## config.mk

```make
export PLATFORM = sky130hd
export DESIGN_NAME = fletcherCksumTop
export DESIGN_NICKNAME = d
export VERILOG_FILES = /design/src/hdl/cksumPkg.sv /design/src/hdl/byteWordPacker.sv /design/src/hdl/wordFifo.sv /design/src/hdl/fletcherAccumulator.sv /design/src/hdl/fletcherCksumTop.sv
export SDC_FILE = /design/constraint.sdc
export NUM_CORES = 1
export LEC_CHECK = 0
export ABC_AREA = 1
export BUFFER_PORTS_ARGS = -buffer_cell sky130_fd_sc_hd__buf_2
export CORE_UTILIZATION = 50
export DETAILED_ROUTE_END_ITERATION = 10
export PLACE_DENSITY = 0.67
export SLEW_MARGIN = 40
export SYNTH_ARGS = -nofsm -noshare
export SYNTH_HDL_FRONTEND = slang
export SYNTH_SLANG_ARGS = --single-unit
```

## constraint.sdc

```tcl
create_clock -name clk -period 6.7 [get_ports clk]
set_clock_uncertainty 0.2 [all_clocks]
set_input_delay 1.34 -clock clk [delete_from_list [all_inputs] [get_ports clk]]
set_output_delay 1.34 -clock clk [all_outputs]
set_load 0.05 [all_outputs]
```

## src/hdl/cksumPkg.sv

```systemverilog
package cksumPkg;

    localparam int BYTE_W = 8;
    localparam int WORD_W = 16;                 // Two bytes per checksummed word.
    localparam int CKSUM_W = 32;                // Upper half holds B, lower half holds A.

    localparam int CKSUM_MOD = 65535;           // Fletcher-32 sums are kept modulo 2^16 - 1.

    localparam int FIFO_DEPTH = 4;
    localparam int FIFO_PTR_W = $clog2(FIFO_DEPTH);
    localparam int FIFO_CNT_W = $clog2(FIFO_DEPTH + 1);

    // One word of a frame as it travels from the packer to the accumulator.
    typedef struct packed {
        logic [WORD_W-1:0] word;                // First byte of the pair sits in the upper half.
        logic              last;                // Marks the final word of a frame.
    } wordItem_t;

endpackage

```

## src/hdl/byteWordPacker.sv

```systemverilog
module byteWordPacker
    import cksumPkg::*;
(
    input  logic              clk,
    input  logic              rst,
    input  logic              byteValid,
    input  logic [BYTE_W-1:0] byteData,
    input  logic              byteLast,
    output logic              wordPush,
    output wordItem_t         pushItem
);

    logic [BYTE_W-1:0] highByte;
    logic              halfPending;             // An upper byte is waiting for its partner.
    logic              wordDone;

    // A word is complete on the second byte of a pair or on a last byte.
    // A last byte with nothing pending becomes a padded word on its own.
    assign wordDone = byteValid && (halfPending || byteLast);

    always_ff @(posedge clk) begin
        if (rst) begin
            wordPush    <= 1'b0;
            halfPending <= 1'b0;
        end else begin
            wordPush <= wordDone;
            if (byteValid) begin
                halfPending <= !halfPending && !byteLast;
            end
        end
    end

    // Payload registers only follow the input, so they carry no reset.
    always_ff @(posedge clk) begin
        if (byteValid) begin
            if (halfPending) begin
                pushItem.word <= {highByte, byteData};
            end else begin
                pushItem.word <= {byteData, {BYTE_W{1'b0}}};    // Odd tail, low byte padded.
            end
            pushItem.last <= byteLast;
            if (!halfPending) begin
                highByte <= byteData;
            end
        end
    end

endmodule

```

## src/hdl/wordFifo.sv

```systemverilog
module wordFifo
    import cksumPkg::*;
#(
    parameter type itemType = wordItem_t
)(
    input  logic    clk,
    input  logic    rst,
    input  logic    push,
    input  itemType pushItem,
    input  logic    pop,
    output itemType popItem,
    output logic    notEmpty
);

    localparam logic [FIFO_PTR_W-1:0] LAST_IDX = FIFO_PTR_W'(FIFO_DEPTH - 1);

    itemType               mem [FIFO_DEPTH];
    logic [FIFO_PTR_W-1:0] wrPtr;
    logic [FIFO_PTR_W-1:0] rdPtr;
    logic [FIFO_CNT_W-1:0] count;
    logic                  full;

    assign notEmpty = (count != '0);
    assign full     = (count == FIFO_CNT_W'(FIFO_DEPTH));
    assign popItem  = mem[rdPtr];               // Head entry is shown without a read cycle.

    always_ff @(posedge clk) begin
        if (push) begin
            mem[wrPtr] <= pushItem;
        end
    end

    always_ff @(posedge clk) begin
        if (rst) begin
            wrPtr <= '0;
            rdPtr <= '0;
            count <= '0;
        end else begin
            if (push) begin
                wrPtr <= (wrPtr == LAST_IDX) ? '0 : wrPtr + 1'b1;
            end
            if (pop) begin
                rdPtr <= (rdPtr == LAST_IDX) ? '0 : rdPtr + 1'b1;
            end
            case ({push, pop})
                2'b10:   count <= count + 1'b1;
                2'b01:   count <= count - 1'b1;
                default: count <= count;        // Idle, or push and pop together.
            endcase
        end
    end

    // The producer has no back-pressure, so it relies on the consumer draining fast enough.
    noPushWhenFull: assert property (
        @(posedge clk) disable iff (rst) push |-> !full
    ) else $error("wordFifo: push while full.");

    // The consumer only pops while it sees data.
    noPopWhenEmpty: assert property (
        @(posedge clk) disable iff (rst) pop |-> notEmpty
    ) else $error("wordFifo: pop while empty.");

endmodule

```

## src/hdl/fletcherAccumulator.sv

```systemverilog
module fletcherAccumulator
    import cksumPkg::*;
(
    input  logic               clk,
    input  logic               rst,
    input  logic               notEmpty,
    input  wordItem_t          popItem,
    output logic               wordPop,
    output logic               cksumValid,
    output logic [CKSUM_W-1:0] cksum
);

    logic [WORD_W-1:0] aSum;
    logic [WORD_W-1:0] bSum;
    logic [WORD_W-1:0] aBase;
    logic [WORD_W-1:0] bNext;
    logic              enPrev;                  // A was updated on the previous edge.
    logic              lastPrev;                // That update was the final word of a frame.
    logic              publish;

    // Ones' complement add, then 65535 folded to zero so the result is a true residue.
    function automatic logic [WORD_W-1:0] modAdd(input logic [WORD_W-1:0] x,
                                                 input logic [WORD_W-1:0] y);
        logic [WORD_W:0]   sum;
        logic [WORD_W-1:0] folded;
        sum    = {1'b0, x} + {1'b0, y};
        folded = sum[WORD_W-1:0] + WORD_W'(sum[WORD_W]);   // End-around carry.
        return (folded == WORD_W'(CKSUM_MOD)) ? '0 : folded;
    endfunction

    // While B takes in the final A, a new frame may already start from zero in A.
    // A last word is held back then, so two frame ends never fall on adjacent edges.
    assign wordPop = notEmpty && !publish && !(lastPrev && popItem.last);

    assign aBase      = lastPrev ? '0 : aSum;
    assign bNext      = modAdd(bSum, aSum);
    assign cksumValid = publish;

    always_ff @(posedge clk) begin
        if (rst) begin
            aSum     <= '0;
            bSum     <= '0;
            enPrev   <= 1'b0;
            lastPrev <= 1'b0;
            publish  <= 1'b0;
        end else begin
            enPrev   <= wordPop;
            lastPrev <= wordPop && popItem.last;
            publish  <= lastPrev;
            if (wordPop) begin
                aSum <= modAdd(aBase, popItem.word);
            end else if (lastPrev) begin
                aSum <= '0;
            end
            if (lastPrev) begin
                bSum <= '0;                     // Final B goes to the output instead.
            end else if (enPrev) begin
                bSum <= bNext;                  // B lags A by one cycle.
            end
        end
    end

    // The result register holds the last checksum until the next frame ends.
    always_ff @(posedge clk) begin
        if (lastPrev) begin
            cksum <= {bNext, aSum};
        end
    end

    sumsAreResidues: assert property (
        @(posedge clk) disable iff (rst)
        (aSum != WORD_W'(CKSUM_MOD)) && (bSum != WORD_W'(CKSUM_MOD))
    ) else $error("fletcherAccumulator: a sum reached the modulus.");

    singleCyclePulse: assert property (
        @(posedge clk) disable iff (rst) cksumValid |=> !cksumValid
    ) else $error("fletcherAccumulator: cksumValid high on consecutive cycles.");

endmodule

```

## src/hdl/fletcherCksumTop.sv

```systemverilog
module fletcherCksumTop
    import cksumPkg::*;
(
    input  logic               clk,
    input  logic               rst,
    input  logic               byteValid,
    input  logic [BYTE_W-1:0]  byteData,
    input  logic               byteLast,
    output logic               cksumValid,
    output logic [CKSUM_W-1:0] cksum
);

    logic      wordPush;
    wordItem_t pushItem;
    logic      wordPop;
    wordItem_t popItem;
    logic      notEmpty;

    byteWordPacker i_byteWordPacker (
        .clk       (clk),
        .rst       (rst),
        .byteValid (byteValid),
        .byteData  (byteData),
        .byteLast  (byteLast),
        .wordPush  (wordPush),
        .pushItem  (pushItem)
    );

    // Absorbs the accumulator's pause at each frame end.
    wordFifo #(
        .itemType (wordItem_t)
    ) i_wordFifo (
        .clk      (clk),
        .rst      (rst),
        .push     (wordPush),
        .pushItem (pushItem),
        .pop      (wordPop),
        .popItem  (popItem),
        .notEmpty (notEmpty)
    );

    fletcherAccumulator i_fletcherAccumulator (
        .clk        (clk),
        .rst        (rst),
        .notEmpty   (notEmpty),
        .popItem    (popItem),
        .wordPop    (wordPop),
        .cksumValid (cksumValid),
        .cksum      (cksum)
    );

endmodule

```

==> results.sh <==
export IMPL_tightest_slew_ns=0.781
export IMPL_cts_resized=0
export IMPL_critical_path_max_fanout=18
export IMPL_area_growth_pct=10.7
export IMPL_startpoint_type="flop"
export IMPL_cts_htree_levels=4
export IMPL_yosysUniqueCellTypes=37
export IMPL_antenna_found_initial=0
export IMPL_drive_gt1_share_pct=12.6
export IMPL_worstPathRequired_ns=6.79
export IMPL_p_leak_uw=0.00492
export IMPL_power_density_nw_per_um2=538
export IMPL_yosysWarnings=0
export IMPL_synth_top_cell_area_share_pct=38.9
export IMPL_fillers=1706
export IMPL_cts_tree="done"
export IMPL_maxCapViolCount=0
export IMPL_final_cells=1517
export IMPL_dieArea_sq_um=19900
export IMPL_min_path_type="flop to flop"
export IMPL_seq_area_sq_um=4680
export IMPL_grt_pass1_wl_mm=35.7
export IMPL_hpwl_mm=16.7
export IMPL_post_route_util_pct=56.8
export IMPL_peakVddDrop_mv=0.348
export IMPL_grt_pass1_vias=7151
export IMPL_cts_buffers=17
export IMPL_slew_viol_final=0
export IMPL_p_int_uw=2850
export IMPL_grt_usage_pct=23.4
export IMPL_dp_cells=1485
export IMPL_cts_sinks=171
export IMPL_reg2reg_depth=26
export IMPL_worstReg2RegEnd="i_fletcherAccumulator.aSum[3]"
export IMPL_wire_per_inst_um=14.5
export IMPL_finalHoldViolCount=0
export IMPL_clockBufferDepth=2
export IMPL_multiInputGateArea_sq_um=4190
export IMPL_cp_end_kind="flop"
export IMPL_clock_latency_ns=0.43
export IMPL_clk_pin_slew_ns=0.07
export IMPL_ys_seq_elements=171
export IMPL_hold_depth=2
export IMPL_drtIter0Drc=640
export IMPL_via_count=7723
export IMPL_syn_cell_area_sq_um=9660
export IMPL_pwr_share_seq_pct=26.6
export IMPL_path_class="flop to flop"
export IMPL_portBuffers=44
export IMPL_cts_hold_buf=0
export IMPL_viasPerCell=5.09
export IMPL_status="completed"
export IMPL_sw_frac_of_total_pct=50.4
export IMPL_drc=0
export IMPL_wl_mm=22.0
export IMPL_rsz0062_at_grt="no"
export IMPL_r2r_slack_ns=1.76
export IMPL_grt_overflow_total=0
export IMPL_place_ws_ns=1.65
export IMPL_ys_seq_area_share_pct=48.4
export IMPL_first_pass_iters=5
export IMPL_gp_congestion=1.01
export IMPL_coreArea_sq_um=18800
export IMPL_antenna_left=0
export IMPL_p_switching_uw=2900
export IMPL_dieHeight_um=141
export IMPL_synth_avg_cell_area_sq_um=8.04
export IMPL_hp_start="i_wordFifo.count[2]"
export IMPL_pwr_share_comb_pct=57.0
export IMPL_synth_nets=1258
export IMPL_clockPowerShare_pct=16.4
export IMPL_post_cts_setup_buffers=0
export IMPL_synthTopCellsByArea="edfxtp_1, nand2_1, dfxtp_1"
export IMPL_synth_top_cell_by_area="edfxtp_1"
export IMPL_min_period_over_period_pct=73.7
export IMPL_hold_end="i_wordFifo.count[2]"
export IMPL_pin_count=45
export IMPL_setup_viol=0
export IMPL_fp_row_count=50
export IMPL_layout_nets=1301
export IMPL_die_x_um=141
export IMPL_fin_setup_tns_ns=0
export IMPL_grt_max_degree=36
export IMPL_start_util_pct=51.3
export IMPL_root_buffer="clkbuf_16"
export IMPL_timing_final_ws_setup_ns=1.76
export IMPL_diodes=0
export IMPL_max_freq_mhz=202
export IMPL_syn_inst=1201
export IMPL_maxSlewHeadroom_pct=47.9
export IMPL_arrival_ns=5.03
export IMPL_finalCriticalPeriod_ns=4.94
==> power by group through the flow <==
| stage | sequential (uW) | clock, uW | combinational, uW |
|---|---|---|---|
| 6_report | 1530 | 945 | 3280 |
| 5_1_grt | 1550 | 1000 | 3700 |
| 4_1_cts | 1530 | 954 | 3260 |
| 3_5_place_dp | 1550 | 0 | 3250 |
| 3_3_place_gp | 1550 | 0 | 3220 |
| 2_1_floorplan | 1670 | 0 | 2330 |
==> registers in the layout (all words and copies together) (netlist names), 2 cells and up, named ones only <==
| name | flops |
|---|---|
| i_wordFifo.mem | 68 |
| i_fletcherAccumulator.cksum | 32 |
| i_byteWordPacker.pushItem | 17 |
| i_fletcherAccumulator.aSum | 16 |
| i_fletcherAccumulator.bSum | 16 |
| i_byteWordPacker.highByte | 8 |
| i_wordFifo.count | 3 |
| i_wordFifo.rdPtr | 2 |
| i_wordFifo.wrPtr | 2 |
==> synth_stat cells (all sizes together) <==
master / number
nand4: 9
xnor2: 1
ha: 42
nor2: 145
o211ai: 1
fa: 3
edfxtp: 125
inv: 181
nand3b: 3
nand3: 87
a21oi: 61
dfxtp: 46
o21ai: 62
xor2: 2
a31oi: 1
buf: 3
o22ai: 17
clkbuf: 21
o211a: 1
clkinv: 1
o21bai: 2
and2: 3
nor3: 3
o31ai: 1
nand2: 380
==> how the worst max path moves through the flow <==
| stage | start | end | slack (ns) | cells past startpoint |
|---|---|---|---|---|
| 3_5_place_dp | flop | i_fletcherAccumulator.aSum[14] | 1.65 | 31 |
| 4_1_cts | flop | i_fletcherAccumulator.aSum[3] | 1.64 | 31 |
| 5_1_grt | flop | i_fletcherAccumulator.aSum[9] | 1.13 | 31 |
| 6_report | flop | i_fletcherAccumulator.aSum[3] | 1.76 | 26 |
| 3_3_place_gp | flop | i_fletcherAccumulator.aSum[5] | 1.81 | 31 |
| 2_1_floorplan | i_fletcherAccumulator.lastPrev | i_fletcherAccumulator.aSum[10] | 1.87 | 27 |
==> per-stage QoR <==
step	cell area [sq um]	total power, uW	hold WS, ns
after floorplan	9660	4000	0.234
after global placement	10100	4770	0.272
after detailed placement	10100	4800	0.267
after CTS	10700	5750	0.286
after global routing	10700	6250	0.304
final	10700	5750	0.276
==> worst max-delay path: stages, from the launching register on <==
cell and delay (ns):
dfxtp_1 0.69, inv_1 0.43, o21ai_0 0.18, o22ai_1 0.12
ha_1 0.27, fa_1 0.43, nand3_1 0.13, nand2_2 0.09
nand2_1 0.11, nand2_1 0.10, nand2_1 0.09, nand2_1 0.07
a21oi_1 0.13, o21bai_1 0.08, ha_1 0.21, ha_1 0.20
xor2_1 0.17, nor2_1 0.11, nand3_1 0.08, nor2_1 0.10
nand3_1 0.08, nor2_1 0.11, nand3_1 0.08, nor2_1 0.11
nand2_2 0.21, nand2_1 0.13, a21oi_1 0.07
==> cells by family after synthesis <==
kind of cell | share of synthesized area [%]
simple gates | 28.5
buf+inv | 8.25
flops | 48.4
compound gates | 8.42
fa+ha+maj | 6.06
xor+xnor | 0.350
==> layout make-up <==
type | instances | share of cell area (%)
well taps | 260 | 3.04
multi-input cells | 824 | 39.2
clock buffers | 17 | 3.98
clock inverters | 15 | 1.31
flip-flops and latches | 171 | 43.7
inverters | 182 | 6.39
repair buffers | 48 | 2.34
==> metal layers <==
metal  track usage, %  vias up  wire, um
li1                 -     3977         -
met1             32.6     3511     10500
met2             37.3      208      9850
met3             3.60       27      1120
met4             7.84        0       467
met5                0        -         0
==> cell usage in the layout (no fill, tap or decap), types with 4 or more instances in the layout <==
master / instances
a21oi_1: 49
a21oi_2: 12
buf_2: 44
buf_4: 4
clkbuf_16: 17
dfxtp_1: 45
edfxtp_1: 125
ha_1: 42
inv_1: 170
inv_2: 10
inv_6: 9
nand2_1: 353
nand2_2: 16
nand2_4: 11
nand3_1: 79
nand3_2: 7
nand4_1: 9
nor2_1: 124
nor2_2: 18
o21ai_0: 61
o22ai_1: 17
Note: power is estimated with default switching activity, not from simulation.
